--- src/ads_dev_pkg.sv ---
// ADC device definitions

package ads_dev_pkg;

    // Oversampling ratio, coded as on the OS[2:0] pins
    typedef enum logic [2:0] {
        oversamprat_1  = 3'b000,
        oversamprat_2  = 3'b001,
        oversamprat_4  = 3'b010,
        oversamprat_8  = 3'b011,
        oversamprat_16 = 3'b100,
        oversamprat_32 = 3'b101,
        oversamprat_64 = 3'b110
    } oversamprat_t;

    // REFSEL pin
    typedef enum logic {
        ref_source_external = 1'b0,
        ref_source_internal = 1'b1
    } ref_source_t;

    // RANGE pin, 5 V or 10 V full scale
    typedef enum logic {
        range_5v  = 1'b0,
        range_10v = 1'b1
    } range_t;

    // Simultaneously sampled channels
    localparam int chan_cnt = 8;
    typedef logic [$clog2(chan_cnt)-1:0] chan_ix_t;

    // One conversion result per channel
    localparam int sample_width = 18;
    typedef logic [sample_width-1:0] sample_t;

    // All channels of one conversion, channel 0 in the low slot
    typedef sample_t [chan_cnt-1:0] octosample_t;

    // Parallel data bus DB[15:0]
    localparam int db_width = 16;

endpackage

--- src/ads_drv_pkg.sv ---
// ADC driver state definitions

package ads_drv_pkg;

    // Power-up sequence
    typedef enum logic [1:0] {
        pwr_idle,
        pwr_reset_high,
        pwr_settle,
        pwr_done
    } power_state_t;

    // Conversion sequence, one pass per sample period
    typedef enum logic [2:0] {
        conv_wait_period,
        conv_convst,
        conv_convst_hold,
        conv_wait_not_busy,
        conv_reading
    } conv_state_t;

    // One read operation on the parallel bus
    typedef enum logic [1:0] {
        rd_idle,
        rd_setup,
        rd_hold,
        rd_low
    } read_state_t;

    // Two read operations per channel
    // Even index reads the top 16 bits, odd index the bottom 2
    typedef logic [$clog2(2 * ads_dev_pkg::chan_cnt)-1:0] read_op_ix_t;

endpackage

--- src/ads_driver_top.sv ---
// ADC parallel driver top level
`timescale 1ns/10ps

module ads_driver_top #(
    parameter ads_dev_pkg::oversamprat_t oversamprat = ads_dev_pkg::oversamprat_1,
    parameter ads_dev_pkg::ref_source_t  ref_source  = ads_dev_pkg::ref_source_internal,
    parameter ads_dev_pkg::range_t       adc_range   = ads_dev_pkg::range_10v,
    parameter int RESET_HIGH_CLKS = 2500,
    parameter int POSTRESET_CLKS  = 1250,
    parameter int SAMPLE_CYC_CLKS = 100,
    parameter int CONVST_CLKS     = 2,
    parameter int RDDB_CLKS       = 2,
    parameter int HOLD_CLKS       = 1,
    parameter int RD_LOW_CLKS     = 1
) (
    input  logic                             clk,
    input  logic                             reset_sn,
    input  logic                             busy,
    input  logic [ads_dev_pkg::db_width-1:0] db,
    output logic                             conv_cnt,
    output logic                             samp_cnt,
    output logic                             octosample_valid,
    output ads_dev_pkg::octosample_t         octosample,
    output logic                             adc_reset,
    output logic                             convsta,
    output logic                             convstb,
    output logic                             cs_n,
    output logic                             rd_n,
    output ads_dev_pkg::oversamprat_t        os,
    output ads_dev_pkg::range_t              range,
    output ads_dev_pkg::ref_source_t         refsel,
    output logic                             stby_n
);

    logic ready;
    logic readout_start;
    logic readout_done;

    // Static configuration pins
    assign os     = oversamprat;
    assign range  = adc_range;
    assign refsel = ref_source;
    // Never enter standby
    assign stby_n = 1'b1;

    power_up_sequencer #(
        .RESET_HIGH_CLKS(RESET_HIGH_CLKS),
        .POSTRESET_CLKS (POSTRESET_CLKS)
    ) u_power_up (
        .clk      (clk),
        .reset_sn (reset_sn),
        .adc_reset(adc_reset),
        .ready    (ready)
    );

    conversion_sequencer #(
        .SAMPLE_CYC_CLKS(SAMPLE_CYC_CLKS),
        .CONVST_CLKS    (CONVST_CLKS)
    ) u_conversion (
        .clk          (clk),
        .reset_sn     (reset_sn),
        .ready        (ready),
        .busy         (busy),
        .readout_done (readout_done),
        .convsta      (convsta),
        .convstb      (convstb),
        .conv_cnt     (conv_cnt),
        .readout_start(readout_start)
    );

    // Sixteen reads per conversion, result held until the next one
    readout_engine #(
        .RDDB_CLKS  (RDDB_CLKS),
        .HOLD_CLKS  (HOLD_CLKS),
        .RD_LOW_CLKS(RD_LOW_CLKS)
    ) u_readout (
        .clk             (clk),
        .reset_sn        (reset_sn),
        .readout_start   (readout_start),
        .db              (db),
        .cs_n            (cs_n),
        .rd_n            (rd_n),
        .readout_done    (readout_done),
        .octosample      (octosample),
        .octosample_valid(octosample_valid),
        .samp_cnt        (samp_cnt)
    );

endmodule

--- src/conversion_sequencer.sv ---
// ADC conversion start sequencer
`timescale 1ns/10ps

module conversion_sequencer #(
    parameter int SAMPLE_CYC_CLKS = 100,
    parameter int CONVST_CLKS     = 2
) (
    input  logic clk,
    input  logic reset_sn,
    input  logic ready,
    input  logic busy,
    input  logic readout_done,
    output logic convsta,
    output logic convstb,
    output logic conv_cnt,
    output logic readout_start
);

    localparam int PER_W  = $clog2(SAMPLE_CYC_CLKS + 1);
    localparam int HOLD_W = $clog2(CONVST_CLKS + 1);

    ads_drv_pkg::conv_state_t state;

    // Sample period, counts down to zero and waits there
    logic [PER_W-1:0]  period_cnt;
    // Minimum convst high time after busy is seen
    logic [HOLD_W-1:0] hold_cnt;

    // BUSY comes from the ADC clock domain
    logic busy_meta;
    logic busy_sync;

    always_ff @(posedge clk) begin
        if (!reset_sn) begin
            busy_meta <= 1'b0;
            busy_sync <= 1'b0;
        end else begin
            busy_meta <= busy;
            busy_sync <= busy_meta;
        end
    end

    always_ff @(posedge clk) begin
        if (!reset_sn) begin
            state         <= ads_drv_pkg::conv_wait_period;
            period_cnt    <= '0;
            hold_cnt      <= '0;
            conv_cnt      <= 1'b0;
            readout_start <= 1'b0;
        end else begin
            readout_start <= 1'b0;
            // Period keeps running in every state, readout included
            if (period_cnt != '0) begin
                period_cnt <= period_cnt - 1'b1;
            end
            case (state)
                ads_drv_pkg::conv_wait_period: begin
                    if (ready && period_cnt == '0) begin
                        state      <= ads_drv_pkg::conv_convst;
                        period_cnt <= PER_W'(SAMPLE_CYC_CLKS - 1);
                        // Marks the start of a new acquisition
                        conv_cnt   <= ~conv_cnt;
                    end
                end
                // Hold convst until the ADC reports busy
                ads_drv_pkg::conv_convst: begin
                    if (busy_sync) begin
                        state    <= ads_drv_pkg::conv_convst_hold;
                        hold_cnt <= HOLD_W'(CONVST_CLKS - 1);
                    end
                end
                ads_drv_pkg::conv_convst_hold: begin
                    if (hold_cnt == '0) begin
                        state <= ads_drv_pkg::conv_wait_not_busy;
                    end else begin
                        hold_cnt <= hold_cnt - 1'b1;
                    end
                end
                // End of conversion kicks off the readout
                ads_drv_pkg::conv_wait_not_busy: begin
                    if (!busy_sync) begin
                        state         <= ads_drv_pkg::conv_reading;
                        readout_start <= 1'b1;
                    end
                end
                // No new convst while the bus is being read
                ads_drv_pkg::conv_reading: begin
                    if (readout_done) begin
                        state <= ads_drv_pkg::conv_wait_period;
                    end
                end
                default: begin
                    state <= ads_drv_pkg::conv_wait_period;
                end
            endcase
        end
    end

    // Both convst pins share one strobe
    assign convsta = (state == ads_drv_pkg::conv_convst) ||
                     (state == ads_drv_pkg::conv_convst_hold);
    assign convstb = convsta;

endmodule

--- src/power_up_sequencer.sv ---
// ADC power-up sequencer
`timescale 1ns/10ps

module power_up_sequencer #(
    parameter int RESET_HIGH_CLKS = 2500,
    parameter int POSTRESET_CLKS  = 1250
) (
    input  logic clk,
    input  logic reset_sn,
    output logic adc_reset,
    output logic ready
);

    // One down-counter shared by both waits
    localparam int CNT_MAX = (RESET_HIGH_CLKS > POSTRESET_CLKS) ?
                             RESET_HIGH_CLKS : POSTRESET_CLKS;
    localparam int CNT_W   = $clog2(CNT_MAX + 1);

    ads_drv_pkg::power_state_t state;
    logic [CNT_W-1:0] cnt;

    always_ff @(posedge clk) begin
        if (!reset_sn) begin
            state <= ads_drv_pkg::pwr_idle;
            cnt   <= '0;
        end else begin
            case (state)
                // First clock out of reset starts the reset pulse
                ads_drv_pkg::pwr_idle: begin
                    state <= ads_drv_pkg::pwr_reset_high;
                    cnt   <= CNT_W'(RESET_HIGH_CLKS - 1);
                end
                // ADC held in reset
                ads_drv_pkg::pwr_reset_high: begin
                    if (cnt == '0) begin
                        state <= ads_drv_pkg::pwr_settle;
                        cnt   <= CNT_W'(POSTRESET_CLKS - 1);
                    end else begin
                        cnt <= cnt - 1'b1;
                    end
                end
                // Reset released, wait before the first convst
                ads_drv_pkg::pwr_settle: begin
                    if (cnt == '0) begin
                        state <= ads_drv_pkg::pwr_done;
                    end else begin
                        cnt <= cnt - 1'b1;
                    end
                end
                // Stay here until the next reset
                ads_drv_pkg::pwr_done: begin
                    state <= ads_drv_pkg::pwr_done;
                end
                default: begin
                    state <= ads_drv_pkg::pwr_idle;
                end
            endcase
        end
    end

    // Both outputs decode straight from the state register
    assign adc_reset = (state == ads_drv_pkg::pwr_reset_high);
    assign ready     = (state == ads_drv_pkg::pwr_done);

endmodule

--- src/readout_engine.sv ---
// ADC parallel bus readout
`timescale 1ns/10ps

module readout_engine #(
    parameter int RDDB_CLKS   = 2,
    parameter int HOLD_CLKS   = 1,
    parameter int RD_LOW_CLKS = 1
) (
    input  logic                               clk,
    input  logic                               reset_sn,
    input  logic                               readout_start,
    input  logic [ads_dev_pkg::db_width-1:0]   db,
    output logic                               cs_n,
    output logic                               rd_n,
    output logic                               readout_done,
    output ads_dev_pkg::octosample_t           octosample,
    output logic                               octosample_valid,
    output logic                               samp_cnt
);

    // Phase counter covers the longest of the three phases
    localparam int PH_MAX_A = (RDDB_CLKS > HOLD_CLKS) ? RDDB_CLKS : HOLD_CLKS;
    localparam int PH_MAX   = (PH_MAX_A > RD_LOW_CLKS) ? PH_MAX_A : RD_LOW_CLKS;
    localparam int PH_W     = $clog2(PH_MAX + 1);

    ads_drv_pkg::read_state_t state;
    logic [PH_W-1:0]          phase_cnt;
    ads_drv_pkg::read_op_ix_t op_ix;

    // Top 16 bits of the channel in flight
    logic [ads_dev_pkg::db_width-1:0] hi_word;
    // Completed channels shift down, newest enters at the top
    ads_dev_pkg::octosample_t         partial;

    ads_dev_pkg::chan_ix_t cur_chan;
    logic                  capture;
    logic                  phase_end;
    logic                  last_op;

    assign cur_chan  = op_ix[$bits(op_ix)-1:1];
    assign phase_end = (phase_cnt == '0);
    // Bus sampled on the last cycle of the setup phase
    assign capture   = (state == ads_drv_pkg::rd_setup) && phase_end;
    assign last_op   = op_ix[0] &&
                       (cur_chan == ads_dev_pkg::chan_ix_t'(ads_dev_pkg::chan_cnt - 1));

    // Ends the low phase of the sixteenth read
    assign readout_done = (state == ads_drv_pkg::rd_low) && phase_end && last_op;

    always_ff @(posedge clk) begin
        if (!reset_sn) begin
            state     <= ads_drv_pkg::rd_idle;
            phase_cnt <= '0;
            op_ix     <= '0;
        end else begin
            if (!phase_end) begin
                phase_cnt <= phase_cnt - 1'b1;
            end
            case (state)
                ads_drv_pkg::rd_idle: begin
                    if (readout_start) begin
                        state     <= ads_drv_pkg::rd_setup;
                        phase_cnt <= PH_W'(RDDB_CLKS - 1);
                        op_ix     <= '0;
                    end
                end
                // Strobes low, waiting for valid data on DB
                ads_drv_pkg::rd_setup: begin
                    if (phase_end) begin
                        state     <= ads_drv_pkg::rd_hold;
                        phase_cnt <= PH_W'(HOLD_CLKS - 1);
                    end
                end
                // Strobes still low for data hold
                ads_drv_pkg::rd_hold: begin
                    if (phase_end) begin
                        state     <= ads_drv_pkg::rd_low;
                        phase_cnt <= PH_W'(RD_LOW_CLKS - 1);
                    end
                end
                // Strobes high between reads
                ads_drv_pkg::rd_low: begin
                    if (phase_end) begin
                        if (last_op) begin
                            state <= ads_drv_pkg::rd_idle;
                        end else begin
                            state     <= ads_drv_pkg::rd_setup;
                            phase_cnt <= PH_W'(RDDB_CLKS - 1);
                            op_ix     <= op_ix + 1'b1;
                        end
                    end
                end
                default: begin
                    state <= ads_drv_pkg::rd_idle;
                end
            endcase
        end
    end

    // Data path
    always_ff @(posedge clk) begin
        if (capture) begin
            if (!op_ix[0]) begin
                hi_word <= db;
            end else begin
                // Low 2 bits arrive on DB[15:14]
                partial <= {{hi_word, db[15:14]}, partial[ads_dev_pkg::chan_cnt-1:1]};
            end
        end
        if (readout_done) begin
            octosample <= partial;
        end
    end

    always_ff @(posedge clk) begin
        if (!reset_sn) begin
            octosample_valid <= 1'b0;
            samp_cnt         <= 1'b0;
        end else if (readout_done) begin
            octosample_valid <= 1'b1;
            samp_cnt         <= ~samp_cnt;
        end
    end

    // CS and RD driven together, low through setup and hold
    assign cs_n = !((state == ads_drv_pkg::rd_setup) || (state == ads_drv_pkg::rd_hold));
    assign rd_n = cs_n;

endmodule

--- config.mk ---
export PLATFORM = sky130hd
export DESIGN_NAME = ads_driver_top
export DESIGN_NICKNAME = d
export VERILOG_FILES = /design/src/ads_dev_pkg.sv /design/src/ads_drv_pkg.sv /design/src/ads_driver_top.sv /design/src/conversion_sequencer.sv /design/src/power_up_sequencer.sv /design/src/readout_engine.sv
export SDC_FILE = /design/constraint.sdc
export NUM_CORES = 1
export LEC_CHECK = 0
export BUFFER_PORTS_ARGS = -buffer_cell sky130_fd_sc_hd__buf_2
export CORE_MARGIN = 2
export CORE_UTILIZATION = 55
export DETAILED_ROUTE_END_ITERATION = 10
export GPL_ROUTABILITY_DRIVEN = 0
export PLACE_DENSITY_LB_ADDON = 0.05
export SLEW_MARGIN = 20
export SYNTH_ARGS = -nofsm -noshare
export SYNTH_HDL_FRONTEND = slang
export SYNTH_SLANG_ARGS = --single-unit
--- constraint.sdc ---
create_clock -name clk -period 11.2 [get_ports clk]
set_input_delay 1.12 -clock clk [delete_from_list [all_inputs] [get_ports clk]]
set_output_delay 1.12 -clock clk [all_outputs]
set_load 0.02 [all_outputs]
## Word level (Yosys, flattened, before mapping)

Cells that the tools add are included.

| word-level totals | value |
|---|---|
| register bits | 344 |
| input bits | 19 |
| output and inout port bits | 158 |
| logic and storage cells | 129 |

| cells by class | value |
|---|---|
| $add $sub $neg | 5 |
| equality and inequality tests | 25 |
| mux-type cells | 35 |
| bitwise gates (word level) | 3 |
| reduce and logical (&&, ||, !) cells | 30 |

Operator list:

| cell | number |
|---|---|
| 12-bit one-hot mux with 3 select lines | 1 |
| 2-bit 2-to-1 mux | 13 |
| 12-bit 2-to-1 mux | 2 |
| 7-bit 2-to-1 mux | 3 |
| 2-bit by 1-bit inequality test with 1-bit output (second input constant) | 8 |
| 2-bit one-hot mux with 4 select lines | 2 |
| 3-bit 2-to-1 mux | 5 |
| 3-bit one-hot mux with 5 select lines | 1 |
| 12-bit zero test | 1 |
| 4-bit 2-to-1 mux | 3 |
| 2-bit inequality test (second input constant) | 6 |
| 2-bit AND reduction | 6 |
| 12-bit by 1-bit subtractor with 12-bit output (second input constant) | 1 |
| 2-bit == test (second input constant) | 4 |
| 2-bit zero test | 4 |
| 4-bit one-hot mux with 2 select lines | 1 |
| 4-bit AND reduction | 2 |
| 7-bit zero test | 1 |
| 7-bit nonzero test | 1 |
| 7-bit by 1-bit subtractor with 7-bit output (second input constant) | 1 |
| 3-bit by 2-bit == test with 1-bit output (second input constant) | 2 |
| 3-bit == test (second input constant) | 2 |
| 2-bit one-hot mux with 3 select lines | 1 |
| 1-bit logical AND | 5 |
| 15 further kinds | 22 |

## Depth between registers and ports, before layout

Gate-level depths: netlist of run 1.

| depth | value |
|---|---|
| word-level depth | 5 |
| depth in mapped cells | 7 |
| mapped depth without buffers | 6 |

## Modules after synthesis

From an unflattened synthesis of run 1, not the netlist that was laid out.

| unflattened totals | value |
|---|---|
| cells, all modules | 586 |
| area total of the unflattened synthesis | 11593.6 µm² |

By module, submodules not included:

| module | instances | cells an instance | area an instance (µm²) | sequential area each (µm²) |
|---|---|---|---|---|
| readout_engine | 1 | 374 | 9734.3 | 9328.9 |
| power_up_sequencer | 1 | 117 | 1026.0 | 280.3 |
| conversion_sequencer | 1 | 87 | 780.7 | 320.3 |
| ads_driver_top | 1 | 8 | 52.6 | 0.0 |

## Least setup slack after synthesis of run 1

No wires, ideal clock.

| path | value |
|---|---|
| path kind | reg2reg |
| from | register u_readout.state[1] |
| to | register u_readout.octosample[0] in the netlist's numbering (enable) |
| library setup time | 0.656 ns |
| data arrival time | 7.192 ns |
| data required time | 10.544 ns |
| slack | 3.352 ns |
| stages on the path, launching flop included | 4 |
| buffers on the path | 0 |
| clock period less this slack | 7.848 ns |
| cell sequence | dfxtp_1 ha_1 or3b_1 nor2_1 |

| between the ends | value |
|---|---|
| word-level cells in the longest chain between the ends | 3 |

Ends and longest elaborated chain:

| item | line | source |
|---|---|---|
| start, declared | readout_engine.sv:26 | `ads_drv_pkg::read_state_t state;` |
| start signal, assigned | readout_engine.sv:52 | `state <= ads_drv_pkg::rd_idle;` |
| start signal, assigned | readout_engine.sv:62 | `state <= ads_drv_pkg::rd_setup;` |
| start signal, assigned | readout_engine.sv:70 | `state <= ads_drv_pkg::rd_hold;` |
| 2-bit == test | readout_engine.sv:48 | `assign readout_done = (state == ads_drv_pkg::rd_low) && phase_end && last_op;` |
| 1-bit logical AND (2 in a row) | readout_engine.sv:48 |  |
| end signal, assigned | readout_engine.sv:111 | `octosample <= partial;` |
| end, declared | readout_engine.sv:16 | `output ads_dev_pkg::octosample_t octosample,` |

Every way passes these cells.
A chain may end at the register's enable or synchronous reset.

## Worst setup path in the final report of run 1

| path | value |
|---|---|
| from | register u_readout.state[1] |
| to | register u_readout.octosample[73] in the netlist's numbering (enable) |

The elaborated chain is that of the path after synthesis.

==> impl_metrics.env, run 1 <==
export IMPL_cts_root_buffer="clkbuf_16"
export IMPL_antenna_found_initial=1
export IMPL_max_freq_mhz=320
export IMPL_p_leak_nw=4.85
export IMPL_yosysTopAreaCell="edfxtp_1"
export IMPL_cts_setup_buffers=0
export IMPL_hold_viol_final=0
export IMPL_required_ps=11320
export IMPL_yosysSeqAreaShare_pct=86.0
export IMPL_rsz0062_at_grt="no"
export IMPL_drive_gt1_share_pct=29.6
export IMPL_power_mw=2.88
export IMPL_setup_viol=0
export IMPL_fp_dieH_um=149
export IMPL_min_from="u_readout.hi_word[7]$_DFFE_PP_"
export IMPL_path_delay_family="buffers and inverters"
export IMPL_vias_per_cell=5.24
export IMPL_cts_clk_slew_worst_paths_ps=60
export IMPL_status="finished clean"
export IMPL_drv_slew=0
export IMPL_r2r_cells=5
export IMPL_cts_buffer_depth=3
export IMPL_r2r_start="u_readout.state[1]$_SDFFE_PN0P_"
export IMPL_worst_ir_drop_vdd_mv=0.163
export IMPL_synth_edf_count=304
export IMPL_synthArstFlopShare_pct=0
export IMPL_synth_most_common_cell="edfxtp_1"
export IMPL_path_cells="ha_1, or3b_1, nor2_4, buf_6, buf_4"
export IMPL_r2r_slack_ps=8070
export IMPL_synthTopCellsByArea="edfxtp_1 (79%), dfxtp_1 (6.9%), ha_1 (1.6%)"
export IMPL_drtIter0Drc=442
export IMPL_start_util_pct=56.5
export IMPL_htree_levels=2
export IMPL_ys_flop_type="edfxtp_1"
export IMPL_grt_pass1_wl_um=28400
export IMPL_hold_path_class="reg2reg"
export IMPL_cts_hold_buf=0
export IMPL_dr_total_vias=5636
export IMPL_cp_slowest_stage_delay_ps=740
export IMPL_cts_tree="yes"
export IMPL_wl_um=18400
export IMPL_synth_top_area_share_pct=79.1
export IMPL_dieArea_um2=22200
export IMPL_crit_buf_inv=2
export IMPL_slew_headroom_pct=32.4
export IMPL_area_delta_synth_final_pct=19.1
export IMPL_nNetsFinal=816
export IMPL_core_area_um2=20400
export IMPL_synth_area_per_cell_um2=19.7
export IMPL_clock_sinks=344
export IMPL_ys_types=62
export IMPL_portBuffers=170
export IMPL_dp_slack_ps=7770
export IMPL_grt_remaining_overflow=0
export IMPL_grt_max_degree=88
export IMPL_clock_skew_final_ps=8.27
export IMPL_die_x_um=149
export IMPL_gr_usage_met1_pct=22.0
export IMPL_slowest_stage="buf_4"
export IMPL_hold_depth=0
export IMPL_netlist_top_cells_count="edfxtp_1 (304), dfxtp_1 (40), nor2_1 (31)"
export IMPL_timing_rr_end="u_readout.octosample[73]$_DFFE_PN_"
export IMPL_first_global_vias=5419
export IMPL_rows=52
export IMPL_crit_type="reg2reg"
export IMPL_layout_setup_ws_ps=8070
export IMPL_cp_arrival_ps=3250
export IMPL_syn_inst=587
export IMPL_post_route_drc_count=0
export IMPL_tns_ps=0
export IMPL_grt_use_met3_pct=4.31
export IMPL_drv_cap=0
export IMPL_synth_area_um2=11500
export IMPL_worst_path_stages=5
export IMPL_top_usage_layer="met2"
export IMPL_yosysWarnings=0
export IMPL_crit_fanout=87
export IMPL_hpwl_um=11400
export IMPL_first_pass_iters=5
export IMPL_grt_use_met2_pct=26.8
export IMPL_drtAntennaViolNets=0
export IMPL_period_share_pct=27.9
export IMPL_cellPowerDensity_nw_per_um2=210
export IMPL_boundaryPins=177
export IMPL_grt_usage_pct=16.4
export IMPL_cts_made_buffers=35
export IMPL_ctsResizeCount=0
export IMPL_fin_crit_ps=3130
export IMPL_worst_pin_slew_ps=1010
export IMPL_hold_path_endpoint="u_readout.partial[135]$_DFFE_PP_"
export IMPL_clock_latency_ps=490
export IMPL_startpoint_type="flop"
export IMPL_wl_per_cell_um=17.1
export IMPL_synth_seq_cells=344
export IMPL_crit_path_end_kind="flop"
## power breakdown
group	internal (mW)	total (mW)	switching, mW
Combinational	0.139	0.339	0.200
Clock	0.640	1.07	0.433
Sequential	1.43	1.47	0.0459
Total	2.20	2.88	0.679
## worst max path at each step
stage,to,from
floorplan,u_readout.octosample[0]$_DFFE_PN_,u_readout.state[1]$_SDFFE_PN0P_
finish,u_readout.octosample[73]$_DFFE_PN_,u_readout.state[1]$_SDFFE_PN0P_
global placement,u_readout.octosample[143]$_DFFE_PN_,u_readout.state[1]$_SDFFE_PN0P_
CTS,u_readout.octosample[37]$_DFFE_PN_,u_readout.state[1]$_SDFFE_PN0P_
detailed placement,u_readout.octosample[143]$_DFFE_PN_,u_readout.state[1]$_SDFFE_PN0P_
global route,u_readout.octosample[37]$_DFFE_PN_,u_readout.state[1]$_SDFFE_PN0P_
## metal layers
layer	up-vias	part of all wire [%]
li1	2664	-
met1	2728	42
met2	206	49
met3	38	7.0
met4	0	2.0
met5	-	0
## flip-flops by register name, indices dropped and copies added, names as in the netlist
| signal | flops |
|---|---|
| u_readout.octosample_valid | 1 |
| u_conversion.busy_meta | 1 |
| u_conversion.busy_sync | 1 |
| u_readout.state | 2 |
| u_readout.samp_cnt | 1 |
| u_power_up.state | 2 |
| u_conversion.state | 3 |
| u_readout.octosample | 144 |
| u_power_up.cnt | 12 |
| u_readout.partial | 144 |
| u_readout.op_ix | 4 |
| u_readout.phase_cnt | 2 |
| u_conversion.period_cnt | 7 |
| u_conversion.hold_cnt | 2 |
| u_readout.hi_word | 16 |
| u_conversion.readout_start | 1 |
| u_conversion.conv_cnt | 1 |
## worst reg2reg max path, cell delays in order, from the launching register on
cell	delay (ps)
dfxtp_1	410
ha_1	340
or3b_1	490
nor2_4	140
buf_6	600
buf_4	760
## placed cells by master, fill, tap and decap left out, types with 4 or more instances in the layout
cell / count
nand3_1: 9
buf_2: 170
nand3b_1: 4
nor2_1: 29
nand2_1: 14
nor3_1: 7
a21oi_1: 15
xnor2_1: 4
nand2b_1: 7
clkbuf_1: 6
dfxtp_1: 40
inv_1: 15
mux2i_1: 4
ha_1: 15
and2_1: 5
edfxtp_1: 304
conb_1: 6
o21ai_0: 13
a31oi_1: 7
o31ai_1: 4
clkinv_1: 9
clkbuf_16: 35
nand4_1: 5
clkinv_2: 5
## metrics by stage
stage | utilization (%) | hold slack [ps] | cell area [um2] | cells
3_5_place_dp | 62.0 | 405 | 12700 | 1015
5_1_grt | 67.3 | 422 | 13700 | 1075
3_3_place_gp | 62.0 | 401 | 12700 | 1015
2_1_floorplan | - | 400 | 11600 | 591
4_1_cts | 67.2 | 416 | 13700 | 1075
6_report | 67.3 | 413 | 13700 | 1076
## cell type report
cell class	count	area (um2)
Antenna cell	1	2.50
Clock buffer	41	898
Clock inverter	19	165
Fill cell	1389	6690
Inverter	15	56.3
Multi-Input combinational cell	213	1480
Sequential cell	344	9930
Tap cell	270	338
Timing Repair Buffer	173	877
## logic make-up after synthesis
family,synth area share (%)
mux,0.542
fa+ha+maj,1.63
compound gates,4.15
xor+xnor,0.531
other cells,0.0651
simple gates,5.55
flops,86.0
buf+inv,1.49
Note: power is estimated with default switching activity, not from simulation.
==> run 2: changes to the inputs <==
==> constraint.sdc (replaced) <==
create_clock -name clk -period 3 [get_ports clk]
set_input_delay 0.3 -clock clk [delete_from_list [all_inputs] [get_ports clk]]
set_output_delay 0.3 -clock clk [all_outputs]
set_load 0.02 [all_outputs]
==> impl_metrics.env, run 2 (synthesis gave the netlist of run 1 again) <==
export IMPL_status="finished clean"
export IMPL_cts_buffer_depth=3
export IMPL_layout_setup_ws_ps=859
export IMPL_setup_viol=0
export IMPL_drtAntennaViolNets=0
export IMPL_grt_max_degree=127
export IMPL_wl_um=18300
export IMPL_drtIter0Drc=426
export IMPL_final_cell_mix="edfxtp_1 (304), buf_2 (170), dfxtp_1 (38)"
export IMPL_startpoint_type="flop"
export IMPL_boundaryPins=177
export IMPL_r2r_cells=4
export IMPL_drive_gt1_share_pct=29.7
export IMPL_nNetsFinal=836
export IMPL_rsz0062_at_grt="no"
export IMPL_die_x_um=149
export IMPL_clock_skew_final_ps=12.9
export IMPL_top_regs="u_readout.octosample: 144 flops, u_readout.partial: 144 flops, u_readout.hi_word: 16 flops"
export IMPL_vias_per_cell=5.26
export IMPL_dr_total_vias=5741
export IMPL_hold_path_endpoint="u_readout.hi_word[8]$_DFFE_PP_"
export IMPL_start_util_pct=56.5
export IMPL_layout_cells_most_common="edfxtp_1"
export IMPL_drv_cap=0
export IMPL_drv_slew=0
export IMPL_worst_ir_drop_vdd_mv=0.653
export IMPL_wl_per_cell_um=16.7
export IMPL_crit_path_end_kind="flop"
export IMPL_worst_pin_slew_ps=712
export IMPL_required_ps=3120
export IMPL_cellPowerDensity_nw_per_um2=764
export IMPL_antenna_found_initial=0
export IMPL_final_util_pct=68.3
export IMPL_hold_depth=1
export IMPL_clock_latency_ps=500
export IMPL_r2r_slack_ps=860
export IMPL_crit_type="reg2reg"
export IMPL_fin_cells=1092
export IMPL_post_route_drc_count=0
export IMPL_grt_usage_pct=16.5
export IMPL_rows=52
export IMPL_grt_remaining_overflow=0
export IMPL_cts_clk_slew_worst_paths_ps=60
export IMPL_first_global_vias=5710
export IMPL_slew_headroom_pct=52.5
export IMPL_cp_arrival_ps=2270
export IMPL_cts_setup_buffers=0
export IMPL_fp_dieH_um=149
export IMPL_hpwl_um=11500
export IMPL_tns_ps=0
export IMPL_crit_fanout=126
export IMPL_startpoint="u_readout.state[0]$_SDFFE_PN0P_"
export IMPL_portBuffers=170
export IMPL_cts_tree="yes"
export IMPL_p_leak_nw=4.92
export IMPL_ctsResizeCount=0
export IMPL_max_freq_mhz=467
export IMPL_grt_pass1_wl_um=28600
export IMPL_dp_cells=1020
export IMPL_dp_slack_ps=907
export IMPL_cts_made_buffers=34
export IMPL_period_share_pct=71.4
export IMPL_cts_root_buffer="clkbuf_16"
export IMPL_n_antenna_cell=0
export IMPL_fin_crit_ps=2140
export IMPL_area_delta_synth_final_pct=20.8
export IMPL_fin_hold_ws_ps=33.8
export IMPL_htree_levels=2
export IMPL_clock_sinks=344
export IMPL_hold_path_class="in2reg"
export IMPL_first_pass_iters=5
export IMPL_min_from="db[8]"
export IMPL_timing_rr_end="u_readout.octosample[53]$_DFFE_PN_"
export IMPL_core_area_um2=20400
export IMPL_r2r_start="u_readout.state[0]$_SDFFE_PN0P_"
export IMPL_hold_viol_final=0
export IMPL_dieArea_um2=22200
run 2: changes by cell type in the layout (fill, tap and decap cells not counted), moves of 2 or more:
cell,delta
dlygate4sd3_1,+16
inv_6,+2
buf_12,+3
clkinv_1,-4
clkbuf_1,+2
clkinv_2,-4
buf_4,+3
dfxtp_1,-2
run 2: what timing repair did:
item | CTS | global route
hold endpoints to repair | 18 | 0
hold buffers | 16 | 0
setup endpoints to repair | 0 | 0
run 2: worst max-delay path by stage:
stage,slack (ps),cells past startpoint,endpoint
2_1_floorplan,-560,3,u_readout.octosample[0]$_DFFE_PN_
3_3_place_gp,940,4,u_readout.octosample[79]$_DFFE_PN_
3_5_place_dp,910,4,u_readout.octosample[32]$_DFFE_PN_
4_1_cts,910,4,u_readout.octosample[9]$_DFFE_PN_
5_1_grt,790,4,u_readout.octosample[29]$_DFFE_PN_
6_report,860,4,u_readout.octosample[53]$_DFFE_PN_
run 2: stage by stage:
| stage | area [um2] | power (mW) |
|---|---|---|
| detailed placement | 12800 | 6.86 |
| CTS | 13900 | 10.8 |
| global route | 13900 | 11.1 |
| finish | 13900 | 10.6 |
| global placement | 12800 | 6.77 |
| floorplan | 11600 | 6.57 |
run 2: per-layer routing:
metal / GRT usage, % / wire (um)
met1: 21.9 / 7710
met2: 27.4 / 8980
met3: 3.39 / 1070
met4: 6.33 / 494
met5: 0 / 0
run 2: report_power, final:
group	switching [mW]	internal, mW	total [mW]	leakage, nW
Clock	1.60	2.26	3.86	0.489
Combinational	0.743	0.540	1.28	1.37
Sequential	0.181	5.32	5.50	3.06
run 2: cell type report:
| cell class | instances | area, um2 |
|---|---|---|
| Clock inverter | 14 | 141 |
| Fill cell | 1399 | 6490 |
| Inverter | 15 | 56.3 |
| Tap cell | 270 | 338 |
| Sequential cell | 344 | 9930 |
| Clock buffer | 42 | 881 |
| Multi-Input combinational cell | 213 | 1480 |
| Timing Repair Buffer | 194 | 1110 |
run 2: worst max-delay path: stages, from the launching register on:
cell     delay [ps]
dfxtp_2         380
ha_4            190
or3b_4          430
nor2_4          150
buf_12          470
